**config.mk**
```make
export PLATFORM = sky130hd
export DESIGN_NAME = rom_download_loader
export DESIGN_NICKNAME = d
export VERILOG_FILES = /design/src/mac_mem_pkg.sv /design/src/rom_download_loader.sv
export VERILOG_INCLUDE_DIRS = /design/src /design/src/include
export SDC_FILE = /design/constraint.sdc
export NUM_CORES = 1
export LEC_CHECK = 0
export ABC_AREA = 0
export BUFFER_PORTS_ARGS = -buffer_cell sky130_fd_sc_hd__buf_2
export CORE_ASPECT_RATIO = 1.2
export CORE_MARGIN = 2
export CORE_UTILIZATION = 40
export CTS_BUF_LIST = sky130_fd_sc_hd__clkbuf_8
export CTS_CLUSTER_DIAMETER = 120
export DETAILED_ROUTE_END_ITERATION = 16
export PLACE_DENSITY = 0.75
export SYNTH_ARGS = -nofsm -noshare
export SYNTH_HDL_FRONTEND = slang
export SYNTH_SLANG_ARGS = --single-unit
```
**constraint.sdc**
```tcl
create_clock -name clk_sys -period 1.6 [get_ports clk_sys]
set_input_delay 0.32 -clock clk_sys [delete_from_list [all_inputs] [get_ports clk_sys]]
set_output_delay 0.32 -clock clk_sys [all_outputs]
set_load 0.01 [all_outputs]
```
**src/include/mac_defines.svh**
```systemverilog
`ifndef MAC_DEFINES_SVH
`define MAC_DEFINES_SVH

// ====================================================================
// memory map
// ====================================================================

// word offset inside one region
`define MEM_OFFSET_BITS 10
// region select on top of the offset
`define MEM_REGION_BITS 2
`define MEM_ADDR_BITS (`MEM_REGION_BITS + `MEM_OFFSET_BITS)
`define MEM_WORDS (1 << `MEM_ADDR_BITS)

// region codes
`define REGION_RAM 2'd0
`define REGION_ROM 2'd1
`define REGION_DISK_INT 2'd2
`define REGION_DISK_EXT 2'd3

// host download port
`define DL_INDEX_BITS 8
`define DL_ADDR_BITS 24

// ====================================================================
// scaled sizes and hold counts
// ====================================================================

// final word counts of a valid floppy image
`define DISK_DS_WORDS 512
`define DISK_SS_WORDS 256

// phase-4 strobes after the last reset source
`define RESET_HOLD 16
// falling disk acks before turbo is allowed
`define TURBO_ACK_HOLD 20
// cycles the activity flag lasts after an act bit
`define DISK_ACT_HOLD 64
// cycles in one arbiter round
`define SLOT_CYCLES 8

`endif

```
**src/mac_mem_pkg.sv**
```systemverilog
`include "mac_defines.svh"

package mac_mem_pkg;

	// cpu side request, held with valid high until ack
	typedef struct packed {
		logic valid;
		logic write;
		logic [`MEM_REGION_BITS-1:0] region;
		logic [`MEM_OFFSET_BITS-1:0] offset;
		// byte address bit 0, picks the byte on disk reads
		logic byte_sel;
		// bit 1 upper lane, bit 0 lower lane
		logic [1:0] lanes;
		logic [15:0] wdata;
	} cpu_req_t;

	// ack is a single cycle pulse
	typedef struct packed {
		logic ack;
		logic [15:0] rdata;
	} cpu_rsp_t;

	// one byte from the host image loader
	typedef struct packed {
		logic wr;
		logic [`DL_INDEX_BITS-1:0] index;
		logic [`DL_ADDR_BITS-1:0] addr;
		logic [7:0] data;
	} dl_byte_t;

	// one word memory access, valid for a single cycle
	typedef struct packed {
		logic we;
		logic re;
		logic [`MEM_ADDR_BITS-1:0] addr;
		logic [1:0] be;
		logic [15:0] wdata;
	} mem_req_t;

	// reset and speed controls from the host side
	typedef struct packed {
		logic osd_reset;
		logic user_button;
		// low means the cpu asks for a reset
		logic cpu_reset_out;
		logic turbo_request;
	} host_ctrl_t;

	// floppy controller status, one bit per drive
	typedef struct packed {
		logic [1:0] eject;
		logic [1:0] motor;
		logic [1:0] act;
	} disk_ctrl_t;

endpackage

```
**src/rom_download_loader.sv**
```systemverilog
`timescale 1ns/1ns
`include "mac_defines.svh"

module rom_download_loader
	import mac_mem_pkg::*;
(
	input  logic     clk_sys,
	input  logic     n_reset,
	input  dl_byte_t dl,
	input  logic     loader_round,
	output mem_req_t loader_req,
	output logic     host_wait
);
	logic [7:0] high_byte;
	logic [`MEM_REGION_BITS-1:0] region;
	logic [`MEM_ADDR_BITS-1:0] word_addr;
	logic [15:0] word_data;
	// a completed word waits for memory
	logic wait_q;
	// pending word has seen a cpu round and owns the next loader round
	logic armed;
	logic round_q;
	logic round_done;

	// ====================================================================
	// download index to region
	// ====================================================================

	always_comb begin
		case (dl.index)
			`DL_INDEX_BITS'd1: region = `REGION_DISK_INT;
			`DL_INDEX_BITS'd2: region = `REGION_DISK_EXT;
			// os rom and anything unknown
			default: region = `REGION_ROM;
		endcase
	end

	// ====================================================================
	// byte pairing
	// ====================================================================

	// even byte is the high half, odd byte completes the word
	always_ff @(posedge clk_sys) begin
		if (dl.wr) begin
			if (!dl.addr[0]) begin
				high_byte <= dl.data;
			end else begin
				word_data <= {high_byte, dl.data};
				// word offset is the byte address halved
				word_addr <= {region, dl.addr[`MEM_OFFSET_BITS:1]};
			end
		end
	end

	// ====================================================================
	// wait level
	// ====================================================================

	// loader round that carried the write has just ended
	assign round_done = round_q && !loader_round && armed;

	always_ff @(posedge clk_sys) begin
		if (!n_reset) begin
			wait_q <= 1'b0;
			armed <= 1'b0;
			round_q <= 1'b0;
		end else begin
			round_q <= loader_round;
			if (round_done) begin
				wait_q <= 1'b0;
				armed <= 1'b0;
			end else if (wait_q && !loader_round) begin
				// only arm in a cpu round so the write never lands mid round
				armed <= 1'b1;
			end
			if (dl.wr && dl.addr[0])
				wait_q <= 1'b1;
		end
	end

	// drops in the first cpu cycle after the write round
	assign host_wait = wait_q && !round_done;

	// arbiter samples this at phase 4 of the loader round
	assign loader_req.we = armed;
	assign loader_req.re = 1'b0;
	assign loader_req.addr = word_addr;
	assign loader_req.be = 2'b11;
	assign loader_req.wdata = word_data;

endmodule

```
==> run_results.csv <==
group,metric,value,unit
critical_path,path_depth,3,
cts,clk_pin_slew,0.07,ns
critical_path,end_kind,"primary output",
sta,rsz0062_at_grt,"no",
cts,clk_latency,0.28,ns
cts,cts_sinks,39,
layout,multi_input_area,116,µm²
cts,cts_setup_buffers,0,
yosys,postSynthCellCount,59,
floorplanning,initial_core_util,0.420,
layout,drive_gt1_frac,0.559,
drt,drtIter0Drc,15,
yosys,synth_seq_cells,39,
cts,cts_resized,0,
floorplanning,num_rows,22,
sta,hold_violations,0,
critical_path,rr_worst_depth,3,
yosys,synth_top_area_frac,0.842,
place,hpwl,1.66,mm
place,dpl_cell_area,0.00163,mm²
layout,nets,170,
yosys,ys_types,14,
sta,drv_slew,0,
floorplanning,core_area,0.00306,mm²
global_routing,antenna_found_initial,0,
run,cap_violations,0,
global_routing,grt_max_degree,16,
critical_path,worstPathRequired,1.28,ns
power_and_ir_drop,leakagePower,0.000714,µW
critical_path,crit_path_max_fanout,2,
global_routing,grt_pass1_vias,695,
critical_path,r2r_slack,0.74,ns
cts,cts_root_buffer,"clkbuf_8",
drt,dr.pass1.iters,3,
critical_path,cp_cell_sequence,"nor2b_1 -> a21boi_2 -> buf_2",
layout,ff_latch_area,0.00114,mm²
drt,drt_wl_total,2.17,mm
global_routing,grt_use_total,0.124,
critical_path,crit_family,"flip-flops",
place,place.gp.congestion,0.619,
sta,fmax,741,MHz
sta,fin_setup_tns,0,ns
yosys,syn_area,0.00128,mm²
sta,fin_crit_sh,0.843,
layout,fillers,252,
critical_path,path_buf_inv,1,
sta,finClkSkew,0.00522,ns
drt,routedWlPerCell,13.3,µm
sta,post-route-min-period,1.35,ns
yosys,yosysTopAreaCell,"edfxtp_1",
yosys,yosysWarningCount,0,
cts,cts_buffer_depth,2,
critical_path,crit_slowest_cell,"dfxtp_1",
cts,h-tree-depth,2,
cts,cts_made_buffers,5,
run_status,status,"finished, final reports clean",
cts,cts_tree,"built",
drt,drcViolationCount,0,
floorplanning,die_x,55.7,µm
hold_path,holdPathStages,1,
drt,vias,734,
yosys,synth_seq_area_share,0.889,
yosys,synth_area_per_cell,21.8,µm²
floorplanning,pin_count,77,
critical_path,critPathArrivalTime,1.03,ns
layout,syn2layout_area_growth,32.9,%
power_and_ir_drop,ir_worst_vdd,0.704,mV
power_and_ir_drop,total_power,1930,µW
floorplanning,fp.dieH,66.1,µm
critical_path,cp-start-kind,"flop",
cts,cts_hold_buf,0,
global_routing,grt_pass1_wl,3.11,mm
sta,setup_viol,0,
place,io_buffers,60,
critical_path,criticalPathCategory,"flop to primary output",
power_and_ir_drop,power_density,1130,mW/mm²
layout,antenna_cells,0,
drt,vias_per_cell,4.50,
layout,final_cell_area,0.00171,mm²
critical_path,max_stage_delay,0.30,ns
drt,ant_nets,0,
floorplanning,dieArea,0.00368,mm²
hold_path,hp-class,"input port to flop",
yosys,synthTopCellsByArea,"edfxtp_1 (84%), dfxtp_1 (4.7%), buf_4 (2.3%), nor2b_1 (1.5%), o21a_1 (1.2%)",
global_routing,grt.overflow.total,0,
==> registers in the layout, indices dropped and copies added (netlist names) <==
name	flops
armed	1
high_byte	8
round_q	1
wait_q	1
word_addr	12
word_data	16
==> placed cells by master, fill, tap and decap left out <==
cell type   n
xor2_1      1
nor4_2      1
nand4b_1    1
inv_1       2
clkinv_2    1
and3_1      1
nor2_1      1
clkbuf_8    5
nor2b_1     3
nor3b_1     1
o21a_1      2
edfxtp_1   36
buf_4       3
conb_1      3
dfxtp_1     3
a21boi_2    1
buf_2      60
and2_1      2
==> cell usage after synthesis <==
| cell | number |
|---|---|
| nor4_2 | 1 |
| nor3b_1 | 1 |
| dfxtp_1 | 3 |
| conb_1 | 2 |
| nor2b_1 | 3 |
| nor2_1 | 1 |
| a21boi_2 | 1 |
| edfxtp_1 | 36 |
| buf_4 | 4 |
| and3_1 | 1 |
| xor2_1 | 1 |
| nand4b_1 | 1 |
| o21a_1 | 2 |
| and2_1 | 2 |
==> cell type report <==
cell class / instances / area share
flip-flops and latches: 39 / 0.669
clock buffers: 5 / 0.0403
multi-input cells: 17 / 0.0682
clock inverters: 3 / 0.00733
well taps: 36 / 0.0264
repair buffers: 63 / 0.189
==> through the flow <==
| step | util | cells | hold WS, ns | worst slack (ns) |
|---|---|---|---|---|
| after floorplan | - | 60 | 0.400 | 0.169 |
| after global placement | 0.532 | 155 | 0.402 | 0.475 |
| after detailed placement | 0.532 | 155 | 0.406 | 0.438 |
| after CTS | 0.559 | 163 | 0.195 | 0.229 |
| after global routing | 0.559 | 163 | 0.191 | 0.209 |
| final | 0.559 | 163 | 0.205 | 0.251 |
==> routing by layer <==
layer | vias to the layer above | wire length, µm | global-route usage
met1 | 352 | 670 | 0.110
met5 | - | 0 | 0
li1 | 348 | - | -
met2 | 27 | 1290 | 0.220
met3 | 7 | 113 | 0.0313
met4 | 0 | 90 | 0.128
==> report_power, final <==
group,internal (µW),switching [µW],total [µW]
Sequential,1180,14.2,1190
Clock,292,303,595
Combinational,66.7,77.2,144
==> worst paths after layout <==
path	start	to
setup / recovery	round_q	host_wait
hold / removal	dl[17]	word_addr[8]
setup reg to reg	round_q	armed
hold reg to reg	high_byte[2]	word_data[10]
==> kinds of logic after synthesis <==
group / Yosys count / synth area share
other cells: 2 / 0.00585
buf+inv: 4 / 0.0234
compound gates: 3 / 0.0205
flops: 39 / 0.889
simple gates: 10 / 0.0546
xor+xnor: 1 / 0.00682
Power figures use the tool's default switching activity.
