### config.mk
export PLATFORM = sky130hd
export DESIGN_NAME = system_control
export DESIGN_NICKNAME = d
export VERILOG_FILES = /design/src/mac_mem_pkg.sv /design/src/system_control.sv
export VERILOG_INCLUDE_DIRS = /design/src /design/src/include
export SDC_FILE = /design/constraint.sdc
export NUM_CORES = 1
export LEC_CHECK = 0
export ABC_AREA = 1
export BUFFER_PORTS_ARGS = -buffer_cell sky130_fd_sc_hd__buf_2
export CELL_PAD_IN_SITES_DETAIL_PLACEMENT = 0
export CELL_PAD_IN_SITES_GLOBAL_PLACEMENT = 1
export CORE_MARGIN = 2
export CORE_UTILIZATION = 25
export DETAILED_ROUTE_END_ITERATION = 12
export GPL_ROUTABILITY_DRIVEN = 0
export PLACE_DENSITY_LB_ADDON = 0.12
export SKIP_CTS_REPAIR_TIMING = 1
export SYNTH_ARGS = -nofsm -noshare
export SYNTH_HDL_FRONTEND = slang
export SYNTH_SLANG_ARGS = --single-unit
### constraint.sdc
create_clock -name clk_sys -period 1.3 [get_ports clk_sys]
set_clock_uncertainty 0.05 [all_clocks]
set_input_delay 0.13 -clock clk_sys [delete_from_list [all_inputs] [get_ports clk_sys]]
set_output_delay 0.13 -clock clk_sys [all_outputs]
set_load 0.02 [all_outputs]
### src/include/mac_defines.svh
`ifndef MAC_DEFINES_SVH
`define MAC_DEFINES_SVH

// ====================================================================
// memory map
// ====================================================================

// word offset inside one region
`define MEM_OFFSET_BITS 10
// region select on top of the offset
`define MEM_REGION_BITS 2
`define MEM_ADDR_BITS (`MEM_REGION_BITS + `MEM_OFFSET_BITS)
`define MEM_WORDS (1 << `MEM_ADDR_BITS)

// region codes
`define REGION_RAM 2'd0
`define REGION_ROM 2'd1
`define REGION_DISK_INT 2'd2
`define REGION_DISK_EXT 2'd3

// host download port
`define DL_INDEX_BITS 8
`define DL_ADDR_BITS 24

// ====================================================================
// scaled sizes and hold counts
// ====================================================================

// final word counts of a valid floppy image
`define DISK_DS_WORDS 512
`define DISK_SS_WORDS 256

// phase-4 strobes after the last reset source
`define RESET_HOLD 16
// falling disk acks before turbo is allowed
`define TURBO_ACK_HOLD 20
// cycles the activity flag lasts after an act bit
`define DISK_ACT_HOLD 64
// cycles in one arbiter round
`define SLOT_CYCLES 8

`endif

### src/mac_mem_pkg.sv
`include "mac_defines.svh"

package mac_mem_pkg;

	// cpu side request, held with valid high until ack
	typedef struct packed {
		logic valid;
		logic write;
		logic [`MEM_REGION_BITS-1:0] region;
		logic [`MEM_OFFSET_BITS-1:0] offset;
		// byte address bit 0, picks the byte on disk reads
		logic byte_sel;
		// bit 1 upper lane, bit 0 lower lane
		logic [1:0] lanes;
		logic [15:0] wdata;
	} cpu_req_t;

	// ack is a single cycle pulse
	typedef struct packed {
		logic ack;
		logic [15:0] rdata;
	} cpu_rsp_t;

	// one byte from the host image loader
	typedef struct packed {
		logic wr;
		logic [`DL_INDEX_BITS-1:0] index;
		logic [`DL_ADDR_BITS-1:0] addr;
		logic [7:0] data;
	} dl_byte_t;

	// one word memory access, valid for a single cycle
	typedef struct packed {
		logic we;
		logic re;
		logic [`MEM_ADDR_BITS-1:0] addr;
		logic [1:0] be;
		logic [15:0] wdata;
	} mem_req_t;

	// reset and speed controls from the host side
	typedef struct packed {
		logic osd_reset;
		logic user_button;
		// low means the cpu asks for a reset
		logic cpu_reset_out;
		logic turbo_request;
	} host_ctrl_t;

	// floppy controller status, one bit per drive
	typedef struct packed {
		logic [1:0] eject;
		logic [1:0] motor;
		logic [1:0] act;
	} disk_ctrl_t;

endpackage

### src/system_control.sv
`timescale 1ns/1ns
`include "mac_defines.svh"

module system_control
	import mac_mem_pkg::*;
(
	input  logic       clk_sys,
	input  logic       n_reset,
	input  host_ctrl_t host,
	input  disk_ctrl_t disk,
	input  logic       disk_ack,
	input  logic       phase4,
	input  logic       loader_round,
	output logic       system_ready,
	output logic       turbo_active
);
	localparam int HOLD_BITS = $clog2(`RESET_HOLD + 1);
	localparam int ACK_BITS = $clog2(`TURBO_ACK_HOLD + 1);

	logic reset_req;
	logic [HOLD_BITS-1:0] hold_cnt;
	logic ready_q;
	logic ack_q;
	logic ack_fall;
	logic [ACK_BITS-1:0] ack_cnt;
	logic turbo_q;

	// ====================================================================
	// reset hold
	// ====================================================================

	// any of these restarts the hold
	assign reset_req = !n_reset || host.osd_reset || host.user_button ||
		!host.cpu_reset_out;

	always_ff @(posedge clk_sys) begin
		if (reset_req) begin
			hold_cnt <= HOLD_BITS'(`RESET_HOLD);
			ready_q <= 1'b0;
		end else if (hold_cnt != '0) begin
			// one step per round
			if (phase4)
				hold_cnt <= hold_cnt - HOLD_BITS'(1);
		end else begin
			ready_q <= 1'b1;
		end
	end

	assign system_ready = ready_q;

	// ====================================================================
	// turbo delay
	// ====================================================================

	// boot disk traffic has to pass before the cpu speeds up
	always_ff @(posedge clk_sys) begin
		if (!n_reset)
			ack_q <= 1'b0;
		else
			ack_q <= disk_ack;
	end

	assign ack_fall = ack_q && !disk_ack;

	always_ff @(posedge clk_sys) begin
		if (!n_reset || !ready_q) begin
			turbo_q <= 1'b0;
			ack_cnt <= ACK_BITS'(`TURBO_ACK_HOLD);
		end else begin
			// count finished disk transfers
			if (ack_fall && ack_cnt != '0)
				ack_cnt <= ack_cnt - ACK_BITS'(1);
			// floppy in use means no hard disk boot to protect
			if (|disk.motor)
				ack_cnt <= '0;
			// speed changes only while the loader owns the memory
			if (ack_cnt == '0 && loader_round)
				turbo_q <= host.turbo_request;
		end
	end

	assign turbo_active = turbo_q;

endmodule

==> reports/metrics.csv <==
stage;metric;value;unit
detailed_routing;wirelength_met1;594;um
global_route;overflow;0;
sta;slew_headroom;81.1;%
worst_hold_path;worstHoldPathType;in -> reg;
detailed_routing;drc;0;
synthesis;synth_flop_cell;dfxtp_1;
sta;tightest_slew;283;ps
layout;nNetsFinal;138;
detailed_routing;wl_per_cell;9.24;um
worst_setup_path;path_class;reg -> reg;
synthesis;avgSynthCellArea;7.19;um2
synthesis;yosysWarnings;0;
sta;finalWorstSetupSlack;103;ps
cts;htreeDepth;1;
synthesis;postSynthCellCount;98;
global_route;grt_pass1_wl;2530;um
synthesis;synth_top_area_share;36.9;%
cts;cts_tree;done;
sta;finalHoldViolCount;0;
outcome;status;finished clean;
worst_setup_path;critical_path_arrival;1320;ps
synthesis;async_flop_share;0;%
cts;cts_buffer_depth;2;
worst_setup_path;path_max_fanout;6;
placement;pre_cts_ws;34.2;ps
sta;fin_hold_ws;12.5;ps
placement;dp_cells;143;
power;powerDensity;807;nW/um2
global_route;grt_pass1_vias;602;
detailed_routing;route.met2.wl;699;um
layout;fillCellCount;317;
sta;setup_viol;0;
synthesis;yosysTopAreaCell;dfxtp_1;
synthesis;synth_most_common_cell;nand2_1;
global_route;grt_max_degree;8;
cts;clock_latency;280;ps
synthesis;ys_ff_latch;13;
synthesis;yosys.cell_types.count;19;
detailed_routing;via_per_inst;4.33;
synthesis;synthTopCellsByCount;27 x nand2_1, 13 x dfxtp_1, 12 x inv_1, 11 x nor2_1, 7 x nand3_1;
floorplanning;coreArea;2710;um2
worst_setup_path;cp_num_buf_inv;3;
synthesis;synth_area_leaders;dfxtp_1 37%, nand2_1 14%, inv_1 6.4%;
sta;report.final.slew_viol_count;0;
cts;clkTransAtPathRegs;90;ps
placement;numPortBuffers;12;
synthesis;synth_enable_flop_cells;0;
floorplanning;ioPinCount;17;
detailed_routing;drt_wl_total;1390;um
detailed_routing;drtPass1Iterations;4;
sta;fmax;0.835;GHz
synthesis;synth_nets;116;
global_route;antenna_found_initial;0;
power;ir_drop;0.681;mV
worst_setup_path;cp.required;1420;ps
layout;drive_gt1_share;36.1;%
floorplanning;dieWidth;57.1;um
power;power;742;uW
cts;clockRootBuffer;clkbuf_4;
sta;period_minus_slack;1200;ps
worst_setup_path;cp_cell_sequence;inv_2 > ha_4 > inv_2 > nor2_2 > nand2_2 > nand2_4 > inv_6 > nor2_1 > nor2_1;
layout;syn_to_final_growth;30.6;%
floorplanning;die_h;57.1;um
detailed_routing;vias;649;
cts;numCtsBuffers;3;
layout;insertedDiodeCount;0;
detailed_routing;first_iter_violations;23;
worst_setup_path;end_kind;flip-flop;
worst_setup_path;crit_path_top_delay_cell;dfxtp_2;
synthesis;ys_seq_area_share;36.9;%
floorplanning;die_area;3260;um2
power;p_leak;0.000430;uW
cts;cts.sinks;13;
floorplanning;start_util;26.0;%
worst_setup_path;crit_family;simple AND/OR/NAND/NOR gates;
sta;fin_crit_sh;92.1;%
layout;final_cell_count_no_fill;150;
detailed_routing;final_antenna_net_count;0;
global_route;groute.usage.overall;10.2;%
placement;place_hpwl;1100;um
synthesis;syn_area;704;um2
worst_setup_path;worstSetupStartpointType;flip-flop;
detailed_routing;top_layer;met3;
detailed_routing;wl_met3;92;um
floorplanning;row_count;19;
run;cap_violations;0;
worst_setup_path;slowest_delay;340;ps
state kept, by name, indices dropped and copies added, names as in the netlist:
register / cells
ack_cnt: 5
hold_cnt: 5
ack_q: 1
system_ready: 1
turbo_active: 1
per-stage QoR:
stage / area (um2) / util [%] / setup TNS [ps]
after global placement: 818 / 30.2 / 0
after global routing: 920 / 33.9 / -7.05
after floorplan: 704 / - / 0
final: 920 / 33.9 / 0
after detailed placement: 818 / 30.2 / 0
after CTS: 845 / 31.2 / 0
kinds of logic (layout without fill, tap and decap cells):
family | after synthesis | count (layout) | synth area share (%)
fa+ha+maj | 3 | 3 | 5.33
xor+xnor | 3 | 3 | 3.73
compound gates | 7 | 7 | 4.97
buf+inv | 16 | 37 | 8.88
simple gates | 56 | 56 | 40.1
flops | 13 | 13 | 36.9
worst register-to-register path, cell delays in order, from the launching register on:
cell	delay, ps
dfxtp_2	340
inv_2	80
ha_4	130
inv_2	30
nor2_2	110
nand2_2	80
nand2_4	110
inv_6	50
nor2_1	90
nor2_1	40
final timing paths:
| path | startpoint | end | slack [ps] | cells after the start |
|---|---|---|---|---|
| setup / recovery | hold_cnt[1] | hold_cnt[1] | 100 | 9 |
| hold / removal | n_reset | ack_q | 10 | 3 |
| setup reg to reg | hold_cnt[1] | hold_cnt[1] | 100 | 9 |
| hold reg to reg | ack_cnt[0] | ack_cnt[0] | 410 | 2 |
routing by layer:
metal  GRT usage, %  up-vias
met3           4.99        0
li1               -      347
met1           11.9      289
met2           17.1       13
met5              0        -
met4           1.99        0
layout by cell type (no fill, tap or decap), drive strengths merged:
| cell type | count |
|---|---|
| nand3b | 2 |
| ha | 3 |
| a21oi | 6 |
| dfxtp | 13 |
| nand4 | 1 |
| nand2 | 30 |
| inv | 16 |
| nor3b | 1 |
| nor2 | 14 |
| xor2 | 3 |
| clkbuf | 4 |
| o21ai | 1 |
| nand3 | 8 |
| buf | 17 |
final cells by class:
type	count	area (um2)	share of cell area [%]
inverters	16	67.6	7.35
clock buffers	4	26.3	2.86
multi-input cells	69	427	46.4
well taps	31	38.8	4.22
repair buffers	17	97.6	10.6
flip-flops and latches	13	263	28.6
power by group:
group	total [uW]	internal (uW)	switching, uW
clock network	261	119	142
logic	75.1	32.8	42.3
registers	406	403	3.19
total	742	554	188
Note: power is estimated with default switching activity, not from simulation.
