### config.mk
export PLATFORM = sky130hd
export DESIGN_NAME = memory_slot_arbiter
export DESIGN_NICKNAME = d
export VERILOG_FILES = /design/src/mac_mem_pkg.sv /design/src/memory_slot_arbiter.sv
export VERILOG_INCLUDE_DIRS = /design/src /design/src/include
export SDC_FILE = /design/constraint.sdc
export NUM_CORES = 1
export LEC_CHECK = 0
export BUFFER_PORTS_ARGS = -buffer_cell sky130_fd_sc_hd__buf_2
export CELL_PAD_IN_SITES_DETAIL_PLACEMENT = 0
export CELL_PAD_IN_SITES_GLOBAL_PLACEMENT = 1
export CORE_UTILIZATION = 26
export DETAILED_ROUTE_END_ITERATION = 8
export HOLD_SLACK_MARGIN = 0.12
export PLACE_DENSITY_LB_ADDON = 0.1
export SETUP_SLACK_MARGIN = 0.4
export SYNTH_ARGS = -nofsm -noshare
export SYNTH_HDL_FRONTEND = slang
export SYNTH_SLANG_ARGS = --single-unit
### constraint.sdc
create_clock -name clk_sys -period 1.9 [get_ports clk_sys]
set_input_delay 0.57 -clock clk_sys [delete_from_list [all_inputs] [get_ports clk_sys]]
set_output_delay 0.57 -clock clk_sys [all_outputs]
set_load 0.005 [all_outputs]
### src/include/mac_defines.svh
`ifndef MAC_DEFINES_SVH
`define MAC_DEFINES_SVH

// ====================================================================
// memory map
// ====================================================================

// word offset inside one region
`define MEM_OFFSET_BITS 10
// region select on top of the offset
`define MEM_REGION_BITS 2
`define MEM_ADDR_BITS (`MEM_REGION_BITS + `MEM_OFFSET_BITS)
`define MEM_WORDS (1 << `MEM_ADDR_BITS)

// region codes
`define REGION_RAM 2'd0
`define REGION_ROM 2'd1
`define REGION_DISK_INT 2'd2
`define REGION_DISK_EXT 2'd3

// host download port
`define DL_INDEX_BITS 8
`define DL_ADDR_BITS 24

// ====================================================================
// scaled sizes and hold counts
// ====================================================================

// final word counts of a valid floppy image
`define DISK_DS_WORDS 512
`define DISK_SS_WORDS 256

// phase-4 strobes after the last reset source
`define RESET_HOLD 16
// falling disk acks before turbo is allowed
`define TURBO_ACK_HOLD 20
// cycles the activity flag lasts after an act bit
`define DISK_ACT_HOLD 64
// cycles in one arbiter round
`define SLOT_CYCLES 8

`endif

### src/mac_mem_pkg.sv
`include "mac_defines.svh"

package mac_mem_pkg;

	// cpu side request, held with valid high until ack
	typedef struct packed {
		logic valid;
		logic write;
		logic [`MEM_REGION_BITS-1:0] region;
		logic [`MEM_OFFSET_BITS-1:0] offset;
		// byte address bit 0, picks the byte on disk reads
		logic byte_sel;
		// bit 1 upper lane, bit 0 lower lane
		logic [1:0] lanes;
		logic [15:0] wdata;
	} cpu_req_t;

	// ack is a single cycle pulse
	typedef struct packed {
		logic ack;
		logic [15:0] rdata;
	} cpu_rsp_t;

	// one byte from the host image loader
	typedef struct packed {
		logic wr;
		logic [`DL_INDEX_BITS-1:0] index;
		logic [`DL_ADDR_BITS-1:0] addr;
		logic [7:0] data;
	} dl_byte_t;

	// one word memory access, valid for a single cycle
	typedef struct packed {
		logic we;
		logic re;
		logic [`MEM_ADDR_BITS-1:0] addr;
		logic [1:0] be;
		logic [15:0] wdata;
	} mem_req_t;

	// reset and speed controls from the host side
	typedef struct packed {
		logic osd_reset;
		logic user_button;
		// low means the cpu asks for a reset
		logic cpu_reset_out;
		logic turbo_request;
	} host_ctrl_t;

	// floppy controller status, one bit per drive
	typedef struct packed {
		logic [1:0] eject;
		logic [1:0] motor;
		logic [1:0] act;
	} disk_ctrl_t;

endpackage

### src/memory_slot_arbiter.sv
`timescale 1ns/1ns
`include "mac_defines.svh"

module memory_slot_arbiter
	import mac_mem_pkg::*;
(
	input  logic        clk_sys,
	input  logic        n_reset,
	input  cpu_req_t    cpu_req,
	output cpu_rsp_t    cpu_rsp,
	input  mem_req_t    loader_req,
	output logic        loader_round,
	input  logic        system_ready,
	output mem_req_t    mem_req,
	input  logic [15:0] mem_rdata,
	output logic        phase4
);
	localparam int PHASE_BITS = $clog2(`SLOT_CYCLES);
	localparam int SAMPLE_PHASE = 4;
	// ack is visible in the last phase of the round
	localparam int CAPTURE_PHASE = `SLOT_CYCLES - 2;

	logic [PHASE_BITS-1:0] phase;
	logic cpu_grant;
	logic cpu_served;
	logic served_disk;
	logic served_byte_sel;
	logic rsp_ack;
	logic [15:0] rsp_rdata;
	logic [15:0] ret_data;
	mem_req_t cpu_mem_req;

	// ====================================================================
	// round timing
	// ====================================================================

	assign phase4 = (phase == PHASE_BITS'(SAMPLE_PHASE));

	// cpu only gets the slot once the system is out of reset
	assign cpu_grant = !loader_round && phase4 && cpu_req.valid && system_ready;

	// ====================================================================
	// request mux
	// ====================================================================

	// rom and disk are read only for the cpu, the write is dropped but acked
	assign cpu_mem_req.we = cpu_req.write && (cpu_req.region == `REGION_RAM);
	assign cpu_mem_req.re = !cpu_req.write;
	assign cpu_mem_req.addr = {cpu_req.region, cpu_req.offset};
	assign cpu_mem_req.be = cpu_req.lanes;
	assign cpu_mem_req.wdata = cpu_req.wdata;

	// memory sees at most one access per round, always at phase 4
	always_comb begin
		mem_req = '0;
		if (phase4) begin
			if (loader_round)
				mem_req = loader_req;
			else if (cpu_grant)
				mem_req = cpu_mem_req;
		end
	end

	// ====================================================================
	// read return
	// ====================================================================

	// disk images are byte wide, so the selected byte goes out on both lanes
	always_comb begin
		ret_data = mem_rdata;
		if (served_disk) begin
			if (served_byte_sel)
				ret_data = {mem_rdata[7:0], mem_rdata[7:0]};
			else
				ret_data = {mem_rdata[15:8], mem_rdata[15:8]};
		end
	end

	always_ff @(posedge clk_sys) begin
		if (!n_reset) begin
			phase <= '0;
			loader_round <= 1'b0;
			cpu_served <= 1'b0;
			rsp_ack <= 1'b0;
		end else begin
			// phase counter wraps every round, owner flips on the wrap
			if (phase == PHASE_BITS'(`SLOT_CYCLES - 1)) begin
				phase <= '0;
				loader_round <= !loader_round;
			end else begin
				phase <= phase + PHASE_BITS'(1);
			end
			rsp_ack <= 1'b0;
			if (cpu_grant)
				cpu_served <= 1'b1;
			if (phase == PHASE_BITS'(CAPTURE_PHASE) && cpu_served) begin
				rsp_ack <= 1'b1;
				cpu_served <= 1'b0;
			end
		end
	end

	// what kind of return the served access needs
	always_ff @(posedge clk_sys) begin
		if (cpu_grant) begin
			served_disk <= (cpu_req.region == `REGION_DISK_INT) ||
				(cpu_req.region == `REGION_DISK_EXT);
			served_byte_sel <= cpu_req.byte_sel;
		end
		// memory data is valid from phase 5
		if (phase == PHASE_BITS'(CAPTURE_PHASE))
			rsp_rdata <= ret_data;
	end

	assign cpu_rsp.ack = rsp_ack;
	assign cpu_rsp.rdata = rsp_rdata;

endmodule

==> summary.txt, run 1 <==
peak supply drop -> 0.257 mV
gr busiest metal -> met2
top cells by area, synth -> edfxtp_1 (35%), a22oi_2 (11%), a22oi_1 (8.3%)
worst-skew pair later-pin latency -> 260 ps
Antenna Nets Post-Route -> 0
final hold vios -> 0
Setup WS post-layout -> -47.3 ps
CP endpoint kind -> output pin
PwrDens -> 454 nW/um^2
HP Class -> reg -> reg
Yosys reg bits -> 24
post-synthesis sequential area ratio -> 42.9%
Fillers -> 573
cell count after synthesis -> 143
final setup fails -> 32
drt pass-1 iters -> 4
CTS sink count -> 24
CTS tree -> yes
largest net degree at the start of global routing -> 21
global-route wire length before repair -> 6690 microns
wire per inst -> 12.1 microns
layout cells sized above 1 -> 72.7%
max-capacitance violation count -> 0
total CTS buffers -> 3
Final Max Slew Viols -> 0
most numerous cell in the Yosys netlist -> nor2_1
Synth top cells by count -> nor2_1 (30), edfxtp_1 (18), a22oi_1 (17)
core area -> 5610 sq um
Post-Syn Area -> 1540 sq um
Syn Nets -> 231
Worst Hold End -> cpu_served
crit-path max FO -> 12
FMAX -> 514 MHz
Tot GR Track Use -> 13.3%
Synth area leader -> edfxtp_1
Ys Warns -> 0
CTS root buf -> clkbuf_8
post-layout minimum cycle time -> 1950 ps
met1 GRT Util -> 16.0%
RSZ-0062 raised after global routing -> yes
Worst Hold Depth -> 2
IO Port Bufs -> 134
Layout Nets -> 371
number of global-route vias before repair -> 1499
Core Util, Final -> 45.5%
starting density of the core -> 27.5%
drt initial violations -> 105
initial antenna violation count -> 0
failing checks -> setup timing
Worst Setup Start Kind -> primary input
final WL -> 4290 microns
IO Pins -> 135
R2R setup slack -> 450 ps
final worst-path cycle share -> 102%
Synth cell types -> 24
num rows -> 27
Clock transition at path regs -> 80 ps
worst r2r src -> phase[0]
met2 GRT Util -> 24.5%
Final GP Congestion -> 0.694
Crit path required time -> 1330 ps
n_diodes -> 0
Leak -> 1.18 nW
met3 Usage GRT -> 1.26%
via count -> 1597
vias per inst -> 4.51
FF-to-FF path depth -> 8
hold slack -> 481 ps
Worst-Margin Slew -> 391 ps
Final HPWL DP -> 3390 microns
Worst slew margin -> 73.9%
Arr. time, crit path -> 1380 ps
Layout Area Growth over Synthesis -> 65.7%
hold_sp -> cpu_served
Yosys top cell area share -> 35.1%
number of synthesized flops with an enable pin -> 18
global route total overflow -> 0
# DRC -> 0
H-tree depth -> 1
critical path class -> in -> out
main flop type after synthesis -> edfxtp_1
Post-synth ARST share -> 0%
FF-to-FF End -> served_disk
Max clock buf depth -> 2
clk_skew -> 4.83 ps
run status -> complete, but fails checks
Die Wd -> 79 microns
critical path startpoint -> cpu_req[32]
die area -> 6240 sq um
Design Power -> 1.16 mW
syn_area_per_cell -> 10.8 sq um
CTS hold repair buffers -> 0
die height -> 79 microns
-- critical path: stages --
cell and delay [ps]:
buf_6 90, and3b_2 250, buf_12 160, a22oi_2 110, nor2_1 60, buf_2 120
-- routing by layer --
layer	vias to the layer above	part of all wire, %	wire, microns
met4	0	1.6	68
met3	6	6.9	298
li1	801	-	-
met2	86	52	2230
met1	704	40	1700
met5	-	0	0
-- state kept, by name, indices dropped and copies added (netlist names) --
signal / cells
rsp_rdata: 16
loader_round: 1
served_disk: 1
phase: 3
rsp_ack: 1
cpu_served: 1
served_byte_sel: 1
-- power by group --
part / leakage (nW) / switching, mW / internal [mW]
registers: 0.212 / 0.00537 / 0.573
clock network: 0.0288 / 0.151 / 0.184
logic: 0.935 / 0.103 / 0.142
total: 1.18 / 0.259 / 0.899
-- per-stage QoR --
stage / area [sq um] / worst slack, ps / cells / setup TNS, ps
final: 2550 / -47.3 / 354 / -1010
after global routing: 2550 / -137 / 354 / -2850
after CTS: 2530 / -60.1 / 352 / -1340
after detailed placement: 2380 / -75.3 / 343 / -1590
after global placement: 2380 / -77.9 / 343 / -1550
after floorplan: 1640 / 158 / 143 / 0
-- cell families (layout without fill, tap and decap cells) --
| family | after synthesis | count (layout) | share of synthesized area [%] |
|---|---|---|---|
| AO/OA/AOI/OAI | 33 | 33 | 20.3 |
| XOR/XNOR | 1 | 1 | 0.568 |
| adder cells (fa/ha/maj) | 4 | 4 | 3.25 |
| buffers and inverters | 17 | 156 | 7.06 |
| flip-flops | 24 | 24 | 42.9 |
| multiplexers | 16 | 16 | 11.7 |
| AND/OR/NAND/NOR | 48 | 48 | 14.3 |
-- layout by cell type (no fill, tap or decap), drive strengths merged --
cell type,instances
a21oi,2
a22oi,30
and2,3
and3,1
and3b,3
buf,149
clkbuf,4
dfxtp,6
edfxtp,18
ha,4
inv,3
mux2,16
nand2,6
nand2b,2
nor2,30
nor2b,1
nor3b,2
o2bb2ai,1
xor2,1
-- area by class of cell --
type / instances / area (sq um) / area share [%]
clock buffer: 4 / 55.1 / 2.16
tap: 72 / 90.1 / 3.53
timing repair buffer: 149 / 848 / 33.2
multi-input combinational: 102 / 882 / 34.5
sequential: 24 / 664 / 26.0
inverter: 3 / 13.8 / 0.539
-- what timing repair did --
item,CTS,global route
resized for setup,18,3
pin swaps,10,3
setup endpoints to repair,34,34
setup buffers,4,2
cloned,1,0
-- worst max path at each step --
stage	endpoint	slack, ps
after global routing	mem_req[10]	-140
final	mem_req[24]	-50
after CTS	mem_req[31]	-60
after floorplan	mem_req[10]	160
after detailed placement	mem_req[0]	-80
after global placement	mem_req[0]	-80
No activity file was read; power rests on OpenSTA's default activity.
==> run 2, diff against run 1 <==
ABC_AREA = 1   (was unset)
==> summary.txt, run 2 <==
global-route wire length before repair -> 8050 microns (+20%)
CTS hold repair buffers -> 0 (unchanged)
Antenna Nets Post-Route -> 0 (unchanged)
cell count after synthesis -> 223 (+56%)
Worst-Margin Slew -> 642 ps (+251 ps)
setup tns final -> 0 ps (+1010 ps)
drt pass-1 iters -> 7 (+3)
final WL -> 5800 microns (+35%)
layout cells sized above 1 -> 55.6% (-17 points)
FMAX -> 531 MHz (+3.4%)
Clock transition at path regs -> 90 ps (about the same)
Synth top cells by count -> nand2_1 (46), a21oi_1 (32), nand4_1 (31)
Crit path required time -> 1330 ps (about the same)
Ys Warns -> 0 (unchanged)
failing checks -> DRC
Final Max Slew Viols -> 0 (unchanged)
commonest non-fill, non-tap cells in the layout -> buf_2 (131), nand2_1 (43), nand4_1 (31)
final hold vios -> 0 (unchanged)
largest registers -> rsp_rdata (16), phase (3)
critical path startpoint -> phase[0]
delay-heaviest family, CP -> buffers and inverters
worst-skew pair later-pin latency -> 260 ps (about the same)
Worst slew margin -> 57.2% (-17 points)
run status -> complete, but fails checks
Leak -> 1.34 nW (+14%)
met3 routed WL -> 327 microns (+9.7%)
drt initial violations -> 97 (-7.6%)
starting density of the core -> 27.1% (-0.35 points)
leading cell type in the layout, fill and taps excluded -> buf_2
Critical Path Slowest Stage Cell -> dfxtp_2
Post-synth ARST share -> 0% (unchanged)
RSZ-0062 raised after global routing -> yes
Syn Nets -> 311 (+35%)
final setup fails -> 0 (-100%)
Synth cell types -> 19 (-21%)
global route total overflow -> 0 (unchanged)
IO Port Bufs -> 134 (unchanged)
CP endpoint kind -> output pin
post-layout minimum cycle time -> 1880 ps (-64.1 ps)
CTS sink count -> 24 (unchanged)
die height -> 83.9 microns (+6.2%)
dpl ws -> 7.30 ps (+82.6 ps)
max-capacitance violation count -> 0 (unchanged)
FF-to-FF End -> served_byte_sel
Fillers -> 653 (+14%)
Met1 Routed Length -> 2470 microns (+46%)
Post-Syn Area -> 1740 sq um (+13%)
metal2 WL -> 2930 microns (+32%)
Yosys top cell area share -> 31.0% (-4.1 points)
most numerous cell in the Yosys netlist -> nand2_1
via count -> 2041 (+28%)
register area -> 667 sq um (+0.38%)
R2R setup slack -> 500 ps (+50 ps)
Yosys reg bits -> 24 (unchanged)
Synth area leader -> edfxtp_1
CP Depth -> 6 (unchanged)
peak supply drop -> 0.209 mV (-19%)
H-tree depth -> 1 (unchanged)
crit-path max cell delay -> 330 ps (+80 ps)
Worst Setup Start Kind -> register
wire per inst -> 13.2 microns (+8.7%)
Layout Nets -> 452 (+22%)
Max clock buf depth -> 2 (unchanged)
core area -> 6420 sq um (+15%)
top cells by area, synth -> edfxtp_1 (31%), nand4_1 (11%), nand2_1 (9.9%)
initial antenna violation count -> 0 (unchanged)
Tot GR Track Use -> 13.9% (+0.63 points)
largest net degree at the start of global routing -> 34 (+62%)
DR top layer -> met4
Final GP Congestion -> 0.780 (+12%)
Final HPWL DP -> 3630 microns (+7.3%)
IO Pins -> 135 (unchanged)
critical path class -> reg -> out
main flop type after synthesis -> edfxtp_1
Die Wd -> 83.9 microns (+6.2%)
num rows -> 29 (+7.4%)
Design Power -> 1.20 mW (+3.2%)
Multi-input gate area -> 932 sq um (+5.7%)
CTS tree -> yes
Layout Area Growth over Synthesis -> 64.5%
die area -> 7040 sq um (+13%)
CTS root buf -> clkbuf_8
Largest register FFs -> 16 (unchanged)
final worst-path cycle share -> 99.1% (-3.4 points)
total CTS buffers -> 3 (unchanged)
crit-path max FO -> 8 (-4)
Setup WS post-layout -> 16.8 ps (+64.1 ps)
vias per inst -> 4.64 (+2.8%)
Arr. time, crit path -> 1310 ps (-70 ps)
worst r2r src -> phase[0]
HP Class -> reg -> reg
PwrDens -> 417 nW/um^2 (-8.1%)
post-synthesis sequential area ratio -> 37.9% (-5.0 points)
critical-path cell list -> inv_2, ha_4, nand2_8, buf_4, a21oi_1, buf_2
fin cells -> 440 (+24%)
clk_skew -> 6.53 ps (+1.70 ps)
WP buf/inv -> 3 (unchanged)
n_diodes -> 0 (unchanged)
largest register by flop count -> rsp_rdata
syn_area_per_cell -> 7.82 sq um (-27%)
worst setup path endpoint -> mem_req[25]
number of global-route vias before repair -> 1829 (+22%)
# DRC -> 13 (+13)
FF-to-FF path depth -> 8 (unchanged)
# placed instances -> 421 (+23%)
number of synthesized flops with an enable pin -> 18 (unchanged)
-- run 2: cell types whose count changed after synthesis, moves of 11 or more --
| cell | delta |
|---|---|
| nor2_1 | -22 |
| a22oi_2 | -13 |
| mux2_2 | -11 |
| a22oi_1 | -17 |
| o21ai_1 | +17 |
| a21oi_1 | +31 |
| inv_1 | +23 |
| nand4_1 | +31 |
| nand2_1 | +40 |
-- run 2: worst register-to-register path: stages (launching register included) --
cell,delay (ps)
dfxtp_2,330
inv_2,70
ha_4,160
nand2_8,90
nor2_4,100
nand2_2,60
buf_4,120
buf_4,130
inv_1,70
-- run 2: power breakdown --
part	total, mW	internal (mW)	leakage [nW]	switching, mW
Clock	0.339	0.185	0.0288	0.155
Sequential	0.578	0.570	0.213	0.00827
Combinational	0.278	0.148	1.10	0.130
Total	1.20	0.902	1.34	0.293
-- run 2: metrics by stage --
step | util, % | hold slack (ps) | instance area, sq um
finish | 44.6 | 458 | 2870
global route | 44.6 | 467 | 2870
CTS | 40.8 | 461 | 2620
detailed placement | 38.4 | 439 | 2460
global placement | 38.4 | 434 | 2460
floorplan | - | 417 | 1810
-- run 2: layout make-up --
class	count	area share [%]
Timing Repair inverter	1	0.218
Sequential cell	24	23.3
Timing Repair Buffer	157	34.8
Inverter	28	3.93
Multi-Input combinational cell	149	32.5
Clock buffer	4	1.92
Tap cell	77	3.36
-- run 2: cell families after synthesis --
family	Yosys count	synth area share [%]
AO/OA/AOI/OAI	57	19.8
XOR/XNOR	1	0.503
adder cells (fa/ha/maj)	4	2.87
buffers and inverters	50	15.5
flip-flops	24	37.9
AND/OR/NAND/NOR	87	23.4
-- run 2: worst min path at each step --
stage / start / end / slack (ps) / cells past startpoint
after floorplan: phase[0] / phase[0] / 420 / 1
after global placement: cpu_served / cpu_served / 430 / 2
after detailed placement: phase[0] / phase[0] / 440 / 1
after CTS: cpu_served / cpu_served / 460 / 2
after global routing: cpu_req[18] / served_byte_sel / 470 / 1
final: cpu_served / cpu_served / 460 / 2
-- run 2: layer usage --
metal,GRT usage (%),vias up
li1,-,1054
met4,4.08,0
met3,2.08,4
met1,16.3,893
met2,26.0,90
met5,0,-
-- run 2: timing repair --
action,4_1_cts,5_1_grt
gates cloned,1,7
endpoints found under the hold margin,0,0
pin swaps,5,5
buffers inserted,5,2
resized for setup,17,29
endpoints found under the setup margin,33,36
